`src/design/uart_cfg_pkg.sv`:
```
package uart_cfg_pkg;

    // ------------------------------
    // baud timing
    // ------------------------------

    // cycles left in the current bit period
    // 16 bits caps clks_per_bit at 65535
    typedef logic [15:0] baud_cnt_t;

    // ------------------------------
    // frame indexing
    // ------------------------------

    // data bit position, lsb first
    typedef logic [2:0] bit_idx_t;

endpackage

```
`src/design/uart_frame_pkg.sv`:
```
package uart_frame_pkg;

    // ------------------------------
    // payload
    // ------------------------------

    typedef logic [7:0] data_byte_t;   // one 8N1 data byte

    // ------------------------------
    // serial FSMs
    // ------------------------------

    typedef enum logic [1:0] {
        rx_idle  = 2'd0,               // waiting for falling edge
        rx_start = 2'd1,               // half bit, start re-check
        rx_data  = 2'd2,               // 8 data samples
        rx_stop  = 2'd3                // stop bit sample
    } rx_state_t;

    typedef enum logic [1:0] {
        tx_idle  = 2'd0,               // line high, ready
        tx_start = 2'd1,               // driving start bit
        tx_data  = 2'd2,               // driving data bits
        tx_stop  = 2'd3                // driving stop bit
    } tx_state_t;

endpackage

```
`src/design/uart_rx.sv`:
```
`timescale 1ns/10ps

module uart_rx #(
    parameter uart_cfg_pkg::baud_cnt_t clks_per_bit = 16'd10416
) (
    input  logic                       clk,
    input  logic                       arst_n,
    input  logic                       rxd,
    output uart_frame_pkg::data_byte_t rx_byte,
    output logic                       rx_valid,
    output logic                       rx_frame_err
);

    localparam uart_cfg_pkg::baud_cnt_t bit_last  = clks_per_bit - 16'd1;
    localparam uart_cfg_pkg::baud_cnt_t half_last = (clks_per_bit >> 1) - 16'd1;

    logic rxd_meta;                    // first sync stage
    logic rxd_sync;                    // usable line value
    logic rxd_prev;                    // for edge detect
    logic fall_edge;
    logic sample_now;                  // counter expired
    logic stop_sample;

    uart_frame_pkg::rx_state_t state;
    uart_cfg_pkg::baud_cnt_t   baud_cnt;
    uart_cfg_pkg::bit_idx_t    bit_idx;

    // ------------------------------
    // input synchronizer
    // ------------------------------

    always_ff @(posedge clk or negedge arst_n) begin
        if (!arst_n) begin
            rxd_meta <= 1'b1;          // idle line is high
            rxd_sync <= 1'b1;
            rxd_prev <= 1'b1;
        end else begin
            rxd_meta <= rxd;
            rxd_sync <= rxd_meta;
            rxd_prev <= rxd_sync;
        end
    end

    assign fall_edge  = rxd_prev & ~rxd_sync;
    assign sample_now = (baud_cnt == '0);

    // ------------------------------
    // frame FSM
    // ------------------------------

    always_ff @(posedge clk or negedge arst_n) begin
        if (!arst_n) begin
            state    <= uart_frame_pkg::rx_idle;
            baud_cnt <= '0;
            bit_idx  <= '0;
        end else begin
            if (state != uart_frame_pkg::rx_idle && !sample_now) begin
                baud_cnt <= baud_cnt - 16'd1;
            end
            case (state)
                uart_frame_pkg::rx_idle: begin
                    bit_idx <= '0;
                    if (fall_edge) begin
                        baud_cnt <= half_last;    // aim at middle of start bit
                        state    <= uart_frame_pkg::rx_start;
                    end
                end
                uart_frame_pkg::rx_start: begin
                    if (sample_now) begin
                        if (rxd_sync) begin
                            state <= uart_frame_pkg::rx_idle;   // glitch, drop it
                        end else begin
                            baud_cnt <= bit_last;
                            state    <= uart_frame_pkg::rx_data;
                        end
                    end
                end
                uart_frame_pkg::rx_data: begin
                    if (sample_now) begin
                        baud_cnt <= bit_last;
                        bit_idx  <= bit_idx + 3'd1;             // wraps after bit 7
                        if (bit_idx == 3'd7) begin
                            state <= uart_frame_pkg::rx_stop;
                        end
                    end
                end
                uart_frame_pkg::rx_stop: begin
                    if (sample_now) begin
                        state <= uart_frame_pkg::rx_idle;       // rearm mid stop bit
                    end
                end
                default: state <= uart_frame_pkg::rx_idle;
            endcase
        end
    end

    // data bits land lsb first
    always_ff @(posedge clk) begin
        if (state == uart_frame_pkg::rx_data && sample_now) begin
            rx_byte[bit_idx] <= rxd_sync;
        end
    end

    // ------------------------------
    // stop bit result
    // ------------------------------

    assign stop_sample  = (state == uart_frame_pkg::rx_stop) && sample_now;
    assign rx_valid     = stop_sample & rxd_sync;     // good frame
    assign rx_frame_err = stop_sample & ~rxd_sync;    // stop read low

endmodule

```
`src/design/uart_tx.sv`:
```
`timescale 1ns/10ps

module uart_tx #(
    parameter uart_cfg_pkg::baud_cnt_t clks_per_bit = 16'd10416
) (
    input  logic                       clk,
    input  logic                       arst_n,
    input  logic                       tx_start,
    input  uart_frame_pkg::data_byte_t tx_byte,
    input  logic                       cts,
    output logic                       txd,
    output logic                       tx_busy
);

    localparam uart_cfg_pkg::baud_cnt_t bit_last = clks_per_bit - 16'd1;

    uart_frame_pkg::tx_state_t  state;
    uart_cfg_pkg::baud_cnt_t    baud_cnt;
    uart_cfg_pkg::bit_idx_t     bit_idx;
    uart_cfg_pkg::bit_idx_t     next_idx;
    uart_frame_pkg::data_byte_t tx_data;    // byte being shifted out

    logic bit_done;
    logic start_ok;

    assign bit_done = (baud_cnt == '0);
    assign next_idx = bit_idx + 3'd1;
    assign start_ok = (state == uart_frame_pkg::tx_idle) && tx_start && cts;  // cts gates only here
    assign tx_busy  = (state != uart_frame_pkg::tx_idle);

    // ------------------------------
    // frame FSM
    // ------------------------------

    always_ff @(posedge clk or negedge arst_n) begin
        if (!arst_n) begin
            state    <= uart_frame_pkg::tx_idle;
            baud_cnt <= '0;
            bit_idx  <= '0;
            txd      <= 1'b1;
        end else begin
            if (state != uart_frame_pkg::tx_idle && !bit_done) begin
                baud_cnt <= baud_cnt - 16'd1;
            end
            case (state)
                uart_frame_pkg::tx_idle: begin
                    if (start_ok) begin
                        txd      <= 1'b0;                  // start bit
                        baud_cnt <= bit_last;
                        state    <= uart_frame_pkg::tx_start;
                    end
                end
                uart_frame_pkg::tx_start: begin
                    if (bit_done) begin
                        txd      <= tx_data[0];
                        bit_idx  <= '0;
                        baud_cnt <= bit_last;
                        state    <= uart_frame_pkg::tx_data;
                    end
                end
                uart_frame_pkg::tx_data: begin
                    if (bit_done) begin
                        baud_cnt <= bit_last;
                        bit_idx  <= next_idx;
                        if (bit_idx == 3'd7) begin
                            txd   <= 1'b1;                 // stop bit
                            state <= uart_frame_pkg::tx_stop;
                        end else begin
                            txd <= tx_data[next_idx];
                        end
                    end
                end
                uart_frame_pkg::tx_stop: begin
                    if (bit_done) begin
                        state <= uart_frame_pkg::tx_idle;  // txd already high
                    end
                end
                default: state <= uart_frame_pkg::tx_idle;
            endcase
        end
    end

    // capture payload on accept
    always_ff @(posedge clk) begin
        if (start_ok) begin
            tx_data <= tx_byte;
        end
    end

endmodule

```
`src/design/uart_link_ctrl.sv`:
```
`timescale 1ns/10ps

module uart_link_ctrl (
    input  logic                       clk,
    input  logic                       arst_n,
    input  uart_frame_pkg::data_byte_t rx_byte,
    input  logic                       rx_valid,
    input  logic                       rx_frame_err,
    input  logic                       tx_busy,
    input  logic                       err_clr,
    output uart_frame_pkg::data_byte_t tx_byte,
    output logic                       tx_start,
    output uart_frame_pkg::data_byte_t leds,
    output logic                       overrun,
    output logic                       frame_err
);

    logic hold_full;       // echo register occupied
    logic tx_busy_d;
    logic tx_busy_rise;    // transmitter took the byte
    logic hold_free;

    assign tx_busy_rise = tx_busy & ~tx_busy_d;
    assign hold_free    = ~hold_full | tx_busy_rise;

    // ------------------------------
    // echo holding register
    // ------------------------------

    always_ff @(posedge clk or negedge arst_n) begin
        if (!arst_n) begin
            tx_busy_d <= 1'b0;
            hold_full <= 1'b0;
            tx_start  <= 1'b0;
        end else begin
            tx_busy_d <= tx_busy;
            if (rx_valid && hold_free) begin
                hold_full <= 1'b1;
            end else if (tx_busy_rise) begin
                hold_full <= 1'b0;
            end
            // one cycle strobe, retried every other cycle while held off
            tx_start <= hold_full & ~tx_busy & ~tx_start;
        end
    end

    always_ff @(posedge clk) begin
        if (rx_valid && hold_free) begin
            tx_byte <= rx_byte;
        end
    end

    // ------------------------------
    // leds and sticky flags
    // ------------------------------

    always_ff @(posedge clk or negedge arst_n) begin
        if (!arst_n) begin
            leds      <= '0;
            overrun   <= 1'b0;
            frame_err <= 1'b0;
        end else begin
            if (rx_valid) begin
                leds <= rx_byte;                 // last good byte, even if dropped
            end
            if (rx_valid && !hold_free) begin
                overrun <= 1'b1;                 // set beats clear
            end else if (err_clr) begin
                overrun <= 1'b0;
            end
            if (rx_frame_err) begin
                frame_err <= 1'b1;
            end else if (err_clr) begin
                frame_err <= 1'b0;
            end
        end
    end

endmodule

```
`src/design/uart_echo_top.sv`:
```
`timescale 1ns/10ps

module uart_echo_top #(
    parameter uart_cfg_pkg::baud_cnt_t clks_per_bit = 16'd10416
) (
    input  logic                       clk,
    input  logic                       arst_n,
    input  logic                       rxd,
    input  logic                       cts,
    input  logic                       err_clr,
    output logic                       txd,
    output uart_frame_pkg::data_byte_t leds,
    output logic                       overrun,
    output logic                       frame_err
);

    // ------------------------------
    // rx to controller
    // ------------------------------
    uart_frame_pkg::data_byte_t rx_byte;
    logic                       rx_valid;
    logic                       rx_frame_err;

    // ------------------------------
    // controller and tx
    // ------------------------------
    uart_frame_pkg::data_byte_t tx_byte;
    logic                       tx_start;
    logic                       tx_busy;

    uart_rx #(
        .clks_per_bit (clks_per_bit)
    ) u_uart_rx (
        .clk          (clk),
        .arst_n       (arst_n),
        .rxd          (rxd),
        .rx_byte      (rx_byte),
        .rx_valid     (rx_valid),
        .rx_frame_err (rx_frame_err)
    );

    uart_link_ctrl u_link_ctrl (
        .clk          (clk),
        .arst_n       (arst_n),
        .rx_byte      (rx_byte),
        .rx_valid     (rx_valid),
        .rx_frame_err (rx_frame_err),
        .tx_busy      (tx_busy),
        .err_clr      (err_clr),
        .tx_byte      (tx_byte),
        .tx_start     (tx_start),
        .leds         (leds),
        .overrun      (overrun),
        .frame_err    (frame_err)
    );

    uart_tx #(
        .clks_per_bit (clks_per_bit)
    ) u_uart_tx (
        .clk          (clk),
        .arst_n       (arst_n),
        .tx_start     (tx_start),
        .tx_byte      (tx_byte),
        .cts          (cts),
        .txd          (txd),
        .tx_busy      (tx_busy)
    );

endmodule

```
`config.mk`:
```
export PLATFORM = sky130hd
export DESIGN_NAME = uart_echo_top
export DESIGN_NICKNAME = d
export VERILOG_FILES = /design/src/design/uart_cfg_pkg.sv /design/src/design/uart_frame_pkg.sv /design/src/design/uart_rx.sv /design/src/design/uart_tx.sv /design/src/design/uart_link_ctrl.sv /design/src/design/uart_echo_top.sv
export SDC_FILE = /design/constraint.sdc
export NUM_CORES = 1
export LEC_CHECK = 0
export BUFFER_PORTS_ARGS = -buffer_cell sky130_fd_sc_hd__clkbuf_2
export CORE_ASPECT_RATIO = 0.9
export CORE_MARGIN = 4
export CORE_UTILIZATION = 25
export CTS_BUF_LIST = sky130_fd_sc_hd__clkbuf_4 sky130_fd_sc_hd__clkbuf_8
export CTS_CLUSTER_DIAMETER = 80
export DETAILED_ROUTE_END_ITERATION = 6
export MAX_ROUTING_LAYER = met4
export SLEW_MARGIN = 30
export SYNTH_ARGS = -nofsm -noshare
export SYNTH_HDL_FRONTEND = slang
export SYNTH_SLANG_ARGS = --single-unit
```
`constraint.sdc`:
```
create_clock -name clk -period 3.14 [get_ports clk]
set_input_delay 0.471 -clock clk [delete_from_list [all_inputs] [get_ports clk]]
set_output_delay 0.471 -clock clk [all_outputs]
set_load 0.03 [all_outputs]
```
Word level (Yosys, flattened, before mapping)

Index checks and enable logic that the tools add are counted.

Add/subtract/negate cells: 4
Eq/ne operators: 18
Bitwise operators: 12
Reductions and logical operators: 30
Order comparisons: 3
Multiplexer cells: 43

Operators by type and width:

| cell                                                                  | count |
|---|---|
| 16-bit two-way mux                                                    | 8 |
| 16-bit case mux with 3 select lines                                   | 1 |
| 16-bit zero test                                                      | 2 |
| 16-bit case mux with 2 select lines                                   | 1 |
| 16-bit by 1-bit subtractor with 16-bit output, second input constant  | 2 |
| 2-bit two-way mux                                                     | 11 |
| 2-bit by 1-bit != test with 1-bit output, second input constant       | 10 |
| 2-bit case mux with 4 select lines                                    | 2 |
| 2-bit nonzero test                                                    | 7 |
| 3-bit case mux with 2 select lines                                    | 2 |
| 1-bit two-way mux                                                     | 11 |
| 5-bit AND reduction                                                   | 2 |
| 1-bit logical AND                                                     | 9 |
| 3-bit two-way mux                                                     | 3 |
| 8-bit bitwise mux                                                     | 1 |
| 2-bit equality test, second input constant                            | 4 |
| 3-bit by 4-bit < comparator with 1-bit output, second input constant  | 2 |
| 3-bit by 1-bit adder with 3-bit output, second input constant         | 2 |
| 1-bit bitwise AND                                                     | 6 |
| 3-bit equality test, second input constant                            | 2 |
| 1-bit inverter                                                        | 5 |
| 2-bit by 1-bit equality test with 1-bit output, second input constant | 2 |
| 2-bit zero test                                                       | 2 |
| 4-bit AND reduction                                                   | 1 |
| other kinds (10)                                                      | 12 |

Logic and storage cells: 129
Output and inout port bits: 11
Bits of input ports: 5
Flip-flop bits (word level): 83

Longest topological paths before layout

Gate-level depths: netlist (run 1).

Depth after elaboration: 7
Depth in mapped cells: 8
Mapped depth without buffers: 7

Hierarchy

A second synthesis (run 1) with hierarchy kept.

Cells, all modules: 365
Area, all modules: 4171.5 um^2

By module, submodules not included:

| module         | cells each | seq. area each (um^2) | times used | area an instance (um^2) |
|---|---|---|---|---|
| uart_rx        | 160        | 844.6                 | 1          | 1719.1 |
| uart_tx        | 168        | 792.0                 | 1          | 1707.9 |
| uart_link_ctrl | 37         | 565.5                 | 1          | 744.5 |

Worst setup path after synthesis (run 1)

OpenSTA, ideal clock, no wires.

Path kind: reg2reg
From: reg u_uart_rx.baud_cnt[0]
To: reg u_link_ctrl.tx_byte[0], enable pin
Required time: 2767 ps
Clock period less this slack: 2604 ps
Slack: 536 ps
Library setup time: 373 ps
Buffers on the path: 1
Cell stages (with the launch flop): 9
Arrival: 2230 ps
Cells stage by stage: dfrtp_1 -> inv_1 -> ha_1 -> nor3b_1 -> nand4_1 -> nor2_2 -> nand4_1 -> clkbuf_1 -> nor2b_1

Longest elaborated chain between the ends: 4

Ends and longest elaborated chain:

| what                   | RTL line             | text |
|---|---|---|
| start, declared        | uart_rx.sv:25        | `uart_cfg_pkg::baud_cnt_t baud_cnt;` |
| start signal, assigned | uart_rx.sv:58        | `baud_cnt <= baud_cnt - 16'd1;` |
| start signal, assigned | uart_rx.sv:64        | `baud_cnt <= half_last;` |
| start signal, assigned | uart_rx.sv:73        | `baud_cnt <= bit_last;` |
| 16-bit zero test       | uart_rx.sv:45        | `assign sample_now = (baud_cnt == '0);` |
| 1-bit logical AND      | uart_rx.sv:108       | `assign stop_sample = (state == uart_frame_pkg::rx_stop) && sample_now;` |
| 1-bit bitwise AND      | uart_rx.sv:109       | `assign rx_valid = stop_sample & rxd_sync;` |
| 1-bit logical AND      | uart_link_ctrl.sv:48 | `if (rx_valid && hold_free) begin` |
| end signal, assigned   | uart_link_ctrl.sv:49 | `tx_byte <= rx_byte;` |
| end, declared          | uart_link_ctrl.sv:11 | `output uart_frame_pkg::data_byte_t tx_byte,` |

No other way between the ends.
A chain may end at the register's enable or synchronous reset.

Worst setup path in the final report (run 1)

From: reg u_uart_tx.state[0]
To: reg u_uart_tx.baud_cnt[7]

Longest elaborated chain between the ends: 5
Elaborated cells between the ends (all ways): 12
Those cells by class: eq/ne (2); mux (4); reduce/logical (6)

Ends and longest elaborated chain:

| what                                  | RTL line                                    | text |
|---|---|---|
| start, declared                       | uart_tx.sv:17                               | `uart_frame_pkg::tx_state_t state;` |
| start signal, assigned                | uart_tx.sv:37                               | `state <= uart_frame_pkg::tx_idle;` |
| start signal, assigned                | uart_tx.sv:50                               | `state <= uart_frame_pkg::tx_start;` |
| start signal, assigned                | uart_tx.sv:58                               | `state <= uart_frame_pkg::tx_data;` |
| 2-bit nonzero test *                  | -                                           |  |
| net tx_busy                           | uart_echo_top.sv:29                         | `logic tx_busy;` |
| 1-bit logical AND *                   | uart_tx.sv:42                               | `if (state != uart_frame_pkg::tx_idle && !bit_done) begin` |
| 16-bit two-way mux *                  | uart_tx.sv:42                               |  |
| 16-bit two-way mux (on tied branches) | uart_tx.sv:54, uart_tx.sv:62, uart_tx.sv:47 |  |
| 16-bit case mux with 2 select lines * | uart_tx.sv:45                               | `case (state)` |
| end signal, assigned                  | uart_tx.sv:43                               | `baud_cnt <= baud_cnt - 16'd1;` |
| end signal, assigned                  | uart_tx.sv:57                               | `baud_cnt <= bit_last;` |
| end signal, assigned                  | uart_tx.sv:63                               | `baud_cnt <= bit_last;` |
| end, declared                         | uart_tx.sv:18                               | `uart_cfg_pkg::baud_cnt_t baud_cnt;` |

Mark *: on every way through the listed nets, which the timed path passes. The rest lies on a longest branch.

==> results by group, run 1 <==
Run status
  • Status: completed

Pwr
  • Static Leak: 1.747 nW
  • Peak VDD IR: ~0.33 mV
  • Pwr Density: slightly above 500 mW/mm²
  • Power, Total: 0.002353 W

Die
  • Number of core rows: 44
  • Core area: 0.01608 mm²
  • Die Wd: 142.8 µm
  • Die H: 129.3 µm
  • # IOs: 16
  • Die Area: roughly 0.018 mm²
  • Initial Util: 25.43%

Placed design
  • Detail Placement HPWL: 6.010 mm
  • RD Place Congestion: 0.9105
  • Placed Cells: 594
  • Port bufs: 15
  • DP Area: 0.004428 mm²

Worst setup path
  • Worst EP arrival: 2.91 ns
  • Worst EP required: 3.42 ns
  • CP max FO: 10
  • R2R Path End: u_uart_tx.baud_cnt[7]
  • Reg-to-reg slack, setup: between 0.5 and 0.6 ns
  • CP Capture Type: register
  • CP startpoint kind: register
  • Setup CP Type: register to register
  • R2R depth: 7
  • Worst r2r src: u_uart_tx.state[0]

CTS
  • CTS max path bufs: 2
  • Post-CTS Setup Repair Bufs: 0
  • CTS H-tree depth: 3
  • CTS tree: built
  • Clk_lat worst skew: 0.36 ns
  • TritonCTS Buffers: 9
  • Hold Buf Count CTS: 0
  • Clk slew on worst S/H paths: approximately 0.09 ns
  • Clk sink count: 83
  • Clk root buf: clkbuf_8
  • PostCTS Resize Cnt: 0

Synthesis
  • Post-synthesis simple-gate area fraction: 18.46%
  • Synth Net Count: around 390
  • Post-synthesis adder-cell area fraction: 3.061%
  • Post-synthesis cell type count: 62
  • Post-Synth XOR/XNOR Area: 3.000%
  • Netlist area before placement: 0.004088 mm²
  • Post-Syn Instances: 378
  • Top_reg_cell synth: dfrtp_1
  • Post-synth EDFFs: 24
  • Synth Area in Compound Gates: a little over an eighth
  • Mux cell area share after synthesis: 5.846%
  • Largest family of logic cells by synthesized area: simple AND/OR/NAND/NOR gates
  • Avg Inst Size Synth: 10.81 µm²
  • Asr flop ratio synth: 71.08%
  • Yosys reg bits: 83
  • Post-synthesis sequential area ratio: 53.87%
  • Synth Warn #: 0

STA
  • Final Hold Fails: 0
  • Tmin final: roughly 2.6 ns
  • Clk_skew: 0.01399 ns
  • Crit share post-route: 83.95%
  • Unrepaired setup endpoints after global routing: false
  • Final setup viols: 0
  • Worst Tran Pin Value: between 0.7 and 0.8 ns
  • Achievable Freq: 379.3 MHz
  • Final Max Slew Viols: 0
  • Setup TNS: 0 ns
  • Max_slew headroom: 52.35%

Final layout
  • Final instance area: 0.004612 mm²
  • Post-Layout Cell Count: between 600 and 700
  • Share of cells above drive strength 1: 16.13%
  • Nets: 413
  • Diode count: 0
  • Layout Utilization: 28.69%
  • Area growth syn-to-layout: 12.83%

Worst hold path
  • Hold Crit Class: primary input to async pin

Global route
  • Largest net degree at the start of global routing: 40
  • Total track usage: under 10%
  • First-pass GRT wire length: 14.12 mm
  • Vias in the first global route: 2886
  • Antenna violations before repair: 0
  • Gr ovfl total: 0

Job
  • Max-cap violation count: 0

Detailed routing
  • Final ANT Viol Nets: 0
  • DR vias: 2961
  • Average wire per cell in the routed design: 13.85 µm
  • Drt initial violations: 446
  • DRC Markers: 0
  • Vias per inst: 4.854
  • Post-Route WL: 8.447 mm
  • 1st-pass router iterations: 6
## kinds of logic (layout without fill, tap and decap cells)
family	after synthesis	count (layout)
multiplexers	20	20
AO/OA/AOI/OAI	78	78
AND/OR/NAND/NOR	145	145
buffers and inverters	28	53
adder cells (fa/ha/maj)	10	10
XOR/XNOR	14	14
flip-flops	83	83
## power by group
group | total [W] | leakage (nW) | switching (W) | internal (W)
clock network | 0.000723 | 0.0913 | 0.000407 | 0.000316
registers | 0.00133 | 0.938 | 0.000123 | 0.00121
logic | 0.000302 | 0.718 | 0.000166 | 0.000135
## registers in the layout, summed over array words and instances, names as in the netlist, 2 cells and up, named ones only
name / flops
u_uart_rx.baud_cnt: 16
u_uart_tx.baud_cnt: 16
u_link_ctrl.leds: 8
u_link_ctrl.tx_byte: 8
u_uart_rx.rx_byte: 8
u_uart_tx.tx_data: 8
u_uart_rx.bit_idx: 3
u_uart_tx.bit_idx: 3
u_uart_tx.state: 2
## cells in the mapped netlist (2+ instances only)
library cell / n / area, µm²
edfxtp_1: 24 / 720.7
nor3_1: 16 / 80.08
mux4_2: 2 / 45.04
a32oi_1: 2 / 17.52
a22o_1: 5 / 43.79
and3_1: 2 / 12.51
or4_4: 2 / 22.52
xor2_1: 8 / 70.07
o2bb2ai_1: 3 / 26.28
a21o_1: 3 / 22.52
o221ai_1: 2 / 17.52
ha_1: 10 / 125.1
or3_1: 6 / 37.54
inv_1: 13 / 48.80
o21ai_0: 21 / 105.1
nor4b_1: 2 / 17.52
a22oi_1: 3 / 22.52
nor3b_1: 4 / 30.03
a21oi_1: 12 / 60.06
mux2_2: 11 / 123.9
xnor2_1: 6 / 52.55
nor2_1: 44 / 165.2
and2_1: 2 / 12.51
or4_1: 5 / 37.54
dfrtp_1: 55 / 1376
mux2i_1: 7 / 70.07
nor4_1: 8 / 50.05
nand3b_1: 3 / 22.52
o211ai_1: 6 / 45.04
o32ai_1: 2 / 17.52
clkbuf_1: 13 / 48.80
nand4_1: 3 / 18.77
dfstp_2: 4 / 105.1
nand3_1: 9 / 45.04
o22ai_1: 3 / 18.77
a31oi_1: 2 / 12.51
nor2b_1: 4 / 25.02
nand2_1: 22 / 82.58
nand2b_1: 6 / 37.54
## routing by layer
| metal | GRT usage, % | routed length, µm |
|---|---|---|
| met1 | 12.94 | 4035 |
| met3 | 2.804 | 416 |
| met4 | 2.515 | 78 |
| met2 | 14.50 | 3916 |
| met5 | - | 0 |
## cells in the final DEF (no fill, tap or decap), drive strengths merged, types with 4 or more instances in the layout
cell type | netlist | final
dfrtp | 55 | 55
nor2 | 46 | 46
clkbuf | 13 | 25
edfxtp | 24 | 24
nand2 | 23 | 23
o21ai | 22 | 22
nor3 | 16 | 16
inv | 13 | 16
a21oi | 13 | 13
mux2 | 11 | 11
ha | 10 | 10
nand3 | 9 | 9
nor4 | 9 | 9
xor2 | 8 | 8
buf | 1 | 8
mux2i | 7 | 7
or4 | 7 | 7
xnor2 | 6 | 6
nand2b | 6 | 6
or3 | 6 | 6
o211ai | 6 | 6
a22o | 5 | 5
nor3b | 4 | 4
nor2b | 4 | 4
dfstp | 4 | 4
a22oi | 4 | 4
## through the flow
stage          worst slack (ns)  hold WS [ns]
2_1_floorplan            0.5363        0.1754
3_3_place_gp             0.5829        0.3479
3_5_place_dp             0.5790        0.3511
4_1_cts                  0.5335        0.1309
5_1_grt                  0.3555        0.1558
6_report                 0.5039        0.1280
## critical path: stages, from the launching register on
cell and delay (ns):
dfrtp_1 0.44, inv_1 0.10, ha_1 0.36, clkinv_1 0.35, o21ai_0 0.67, nand2b_1 0.12
or4_1 0.42, o211ai_1 0.10
## area by class of cell
type / instances / area [µm²]
flip-flops and latches: 83 / 2202
multi-input cells: 267 / 1777
inverters: 14 / 52.55
repair buffers: 23 / 137.6
fillers: 1692 / 11460
clock inverters: 6 / 46.29
well taps: 207 / 259.0
clock buffers: 10 / 137.6
## worst max-delay path by stage
stage | startpoint | endpoint | slack (ns) | cells after the start
after floorplan | u_uart_rx.baud_cnt[0] | u_link_ctrl.tx_byte[0] | 0.54 | 8
after global placement | u_uart_tx.state[0] | u_uart_tx.baud_cnt[7] | 0.58 | 7
after detailed placement | u_uart_tx.state[0] | u_uart_tx.baud_cnt[7] | 0.58 | 7
after CTS | u_uart_tx.state[0] | u_uart_tx.baud_cnt[7] | 0.53 | 7
after global routing | u_uart_tx.state[1] | u_uart_tx.baud_cnt[7] | 0.36 | 7
final | u_uart_tx.state[0] | u_uart_tx.baud_cnt[7] | 0.50 | 7
(Power assumes the default switching activity.)
==> run 2: changes to the inputs <==
==> constraint.sdc (replaced) <==
create_clock -name clk -period 2.3 [get_ports clk]
set_input_delay 0.345 -clock clk [delete_from_list [all_inputs] [get_ports clk]]
set_output_delay 0.345 -clock clk [all_outputs]
set_load 0.03 [all_outputs]
==> run 2 against run 1 <==
  * The flow now finishes with violations (hold timing)
  * Sequential power rose by 36%
  * Highest routed layer unchanged
  * Clock power rose by 47%
  * Design area increased by 5.6%
  * Hold slack worse by 0.13 ns
==> results by group, run 2 (synthesis results as in run 1) <==
Global route
  • First-pass GRT wire length: 14.40 mm (was 14.12 mm)
  • Antenna violations before repair: 0 (unchanged)
  • Total track usage: 9.731% (was 9.689%)
  • Gr ovfl total: 0 (unchanged)
  • Largest net degree at the start of global routing: 60 (was 40)
  • Vias in the first global route: 2993 (was 2886)

Final layout
  • Area growth syn-to-layout: 19.19% (was 12.83%)
  • Final instance area: 0.004872 mm² (was 0.004612 mm²)
  • Commonest non-fill, non-tap cell in the layout: dfrtp_1 (unchanged)
  • # fillers: 1664 (was 1692)
  • Share of cells above drive strength 1: 22.43% (was 16.13%)
  • FF/Latch Area: 0.002202 mm² (unchanged)
  • Diode count: 0 (unchanged)
  • Area of the multi-input gates: 0.001817 mm² (was 0.001777 mm²)
  • Most frequent cells in the layout: dfrtp_1, nor2_1, buf_4, edfxtp_1, nand2_1 (was dfrtp_1, nor2_1, edfxtp_1, nand2_1, o21ai_0)
  • Nets: 438 (was 413)
  • Biggest regs: u_uart_rx.baud_cnt x16, u_uart_tx.baud_cnt x16 (unchanged)

CTS
  • Clk root buf: clkbuf_8 (unchanged)
  • TritonCTS Buffers: 9 (unchanged)
  • CTS H-tree depth: 3 (unchanged)
  • Clk slew on worst S/H paths: 0.08 ns (was 0.09 ns)
  • Clk sink count: 83 (unchanged)
  • Clk_lat worst skew: 0.36 ns (about the same)
  • CTS tree: built (unchanged)
  • CTS max path bufs: 2 (unchanged)

STA
  • Worst Tran Pin Value: 0.6113 ns (was 0.7072 ns)
  • Final Hold Fails: 2 (was 0)
  • Tmin final: 2.198 ns (was 2.636 ns)
  • Max_slew headroom: 58.93% (was 52.35%)
  • Final setup viols: 0 (unchanged)
  • Crit share post-route: 95.55% (was 83.95%)
  • Unrepaired setup endpoints after global routing: false (unchanged)
  • Post-route setup slack: 0.1023 ns (was 0.5039 ns)
  • Final Max Slew Viols: 0 (unchanged)
  • Setup TNS: 0 ns (unchanged)
  • Achievable Freq: 455.0 MHz (was 379.3 MHz)
  • Clk_skew: 0.01439 ns (was 0.01399 ns)
  • Hold slack: -0.004355 ns (was 0.1280 ns)

Pwr
  • Clock power frac: 31.2% (was 30.7%)
  • Peak VDD IR: 0.4054 mV (was 0.3287 mV)
  • Switching power: 0.0009501 W (was 0.0006956 W)
  • Pwr Density: 698.1 mW/mm² (was 510.3 mW/mm²)
  • Static Leak: 1.895 nW (was 1.747 nW)
  • Cell internal pwr: 0.002451 W (was 0.001658 W)
  • Combinational group share of total power: 15.7% (was 12.8%)
  • Flop pwr share: 53.1% (was 56.5%)
  • Net Sw Frac: 27.93% (was 29.56%)

Detailed routing
  • Final ANT Viol Nets: 0 (unchanged)
  • Vias per inst: 4.847 (was 4.854)
  • Post-Route WL: 8.471 mm (was 8.447 mm)
  • DRC Markers: 0 (unchanged)
  • Drt initial violations: 241 (was 446)
  • Average wire per cell in the routed design: 13.34 µm (was 13.85 µm)
  • DR vias: 3078 (was 2961)
  • 1st-pass router iterations: 5 (was 6)

Die
  • Core area: 0.01608 mm² (unchanged)
  • Number of core rows: 44 (unchanged)
  • Die Area: 0.01846 mm² (unchanged)
  • # IOs: 16 (unchanged)
  • Die H: 129.3 µm (unchanged)
  • Die Wd: 142.8 µm (unchanged)
  • Initial Util: 25.43% (unchanged)

Worst setup path
  • Worst path slowest cell: or4_4 (was o21ai_0)
  • Worst EP arrival: 2.47 ns (was 2.91 ns)
  • Critical Path Most Common Cell: buf_4
  • Setup CP Type: register to register (unchanged)
  • CP startpoint kind: register (unchanged)
  • CP endpoint: u_uart_tx.baud_cnt[5] (was u_uart_tx.baud_cnt[7])
  • CP Capture Type: register (unchanged)
  • Worst EP required: 2.58 ns (was 3.42 ns)
  • Reg-to-reg slack, setup: 0.10 ns (was 0.50 ns)
  • Delay of the slowest critical-path stage: 0.54 ns (was 0.67 ns)
  • R2R Path End: u_uart_tx.baud_cnt[5] (was u_uart_tx.baud_cnt[7])
  • R2R depth: 7 (unchanged)
  • Worst r2r src: u_uart_tx.baud_cnt[6] (was u_uart_tx.state[0])
  • Crit path launch: u_uart_tx.baud_cnt[6] (was u_uart_tx.state[0])
  • Cell breakdown of the critical path: or4_4 -> buf_4 -> nor4_1 -> buf_4 -> nand2_2 -> a221o_1 -> a22oi_2 (was inv_1 -> ha_1 -> clkinv_1 -> o21ai_0 -> nand2b_1 -> or4_1 -> o211ai_1)
  • CP max FO: 8 (was 10)

Placed design
  • RD Place Congestion: 0.8924 (was 0.9105)
  • DP Area: 0.004593 mm² (was 0.004428 mm²)
  • Port bufs: 15 (unchanged)
  • Detail Placement HPWL: 6.029 mm (was 6.010 mm)
  • Post-place setup slack: -0.04370 ns (was 0.5790 ns)

Run status
  • Violated checks: hold timing
  • Status: finished, violations left (was completed)

Worst hold path
  • Hold Crit Class: primary input to async pin (unchanged)

Job
  • Max-cap violation count: 0 (unchanged)
run 2: critical path, delay by kind of cell, from the launching register on:
| family | cells | cell delay, ns |
|---|---|---|
| and+or+nand+nor | 3 | 0.89 |
| AOI/OAI and AO/OA | 2 | 0.49 |
| DFF | 1 | 0.39 |
| buffers and inverters | 2 | 0.36 |
run 2: layout make-up:
cell class	count	share of cell area [%]
flip-flops and latches	83	45.20
multi-input cells	267	37.29
repair buffers	48	6.959
well taps	207	5.316
clock buffers	11	2.851
clock inverters	5	1.310
inverters	14	1.079
run 2: power groups by stage:
stage / clock network [W] / logic, W / registers, W
final: 0.00106 / 0.000534 / 0.00181
after CTS: 0.00110 / 0.000468 / 0.00180
after floorplan: 0 / 0.000338 / 0.00179
after global placement: 0 / 0.000448 / 0.00183
after global routing: 0.00117 / 0.000603 / 0.00183
after detailed placement: 0 / 0.000463 / 0.00183
run 2: how the worst min path moves through the flow:
stage | depth (start not counted) | slack [ns] | endpoint
after detailed placement | 0 | 0.35 | u_uart_rx.rxd_sync
final | 2 | -0.004 | u_uart_tx.baud_cnt[13]
after floorplan | 0 | 0.05 | async pin
after global routing | 2 | 0.005 | u_uart_tx.bit_idx[1]
after global placement | 0 | 0.35 | u_uart_rx.rxd_sync
after CTS | 2 | 0.0005 | u_uart_tx.state[0]
run 2: routing by layer:
layer  track usage [%]  routed length, µm  up-vias
met2             14.89               3953       73
met4             2.012                 33        0
met1             12.62               4080     1513
met5                 -                  0        -
met3             3.321                404        7
li1                  -                  -     1485
run 2: repair_timing:
item,in CTS,in global routing
setup buffers,0,6
resized for setup,3,4
pin swaps,0,2
endpoints found under the hold margin,0,0
hold buffers,0,0
endpoints found under the setup margin,6,12
run 2: through the flow:
stage                     power, W  utilization, %  cells  hold slack, ns
after detailed placement  0.002295           28.57    613          0.3468
final                     0.003401           30.31    635       -0.004355
after floorplan           0.002128               -    378         0.04941
after global placement    0.002273           28.57    613          0.3462
after global routing      0.003598           30.31    635        0.005184
after CTS                 0.003375           29.91    629       0.0005003
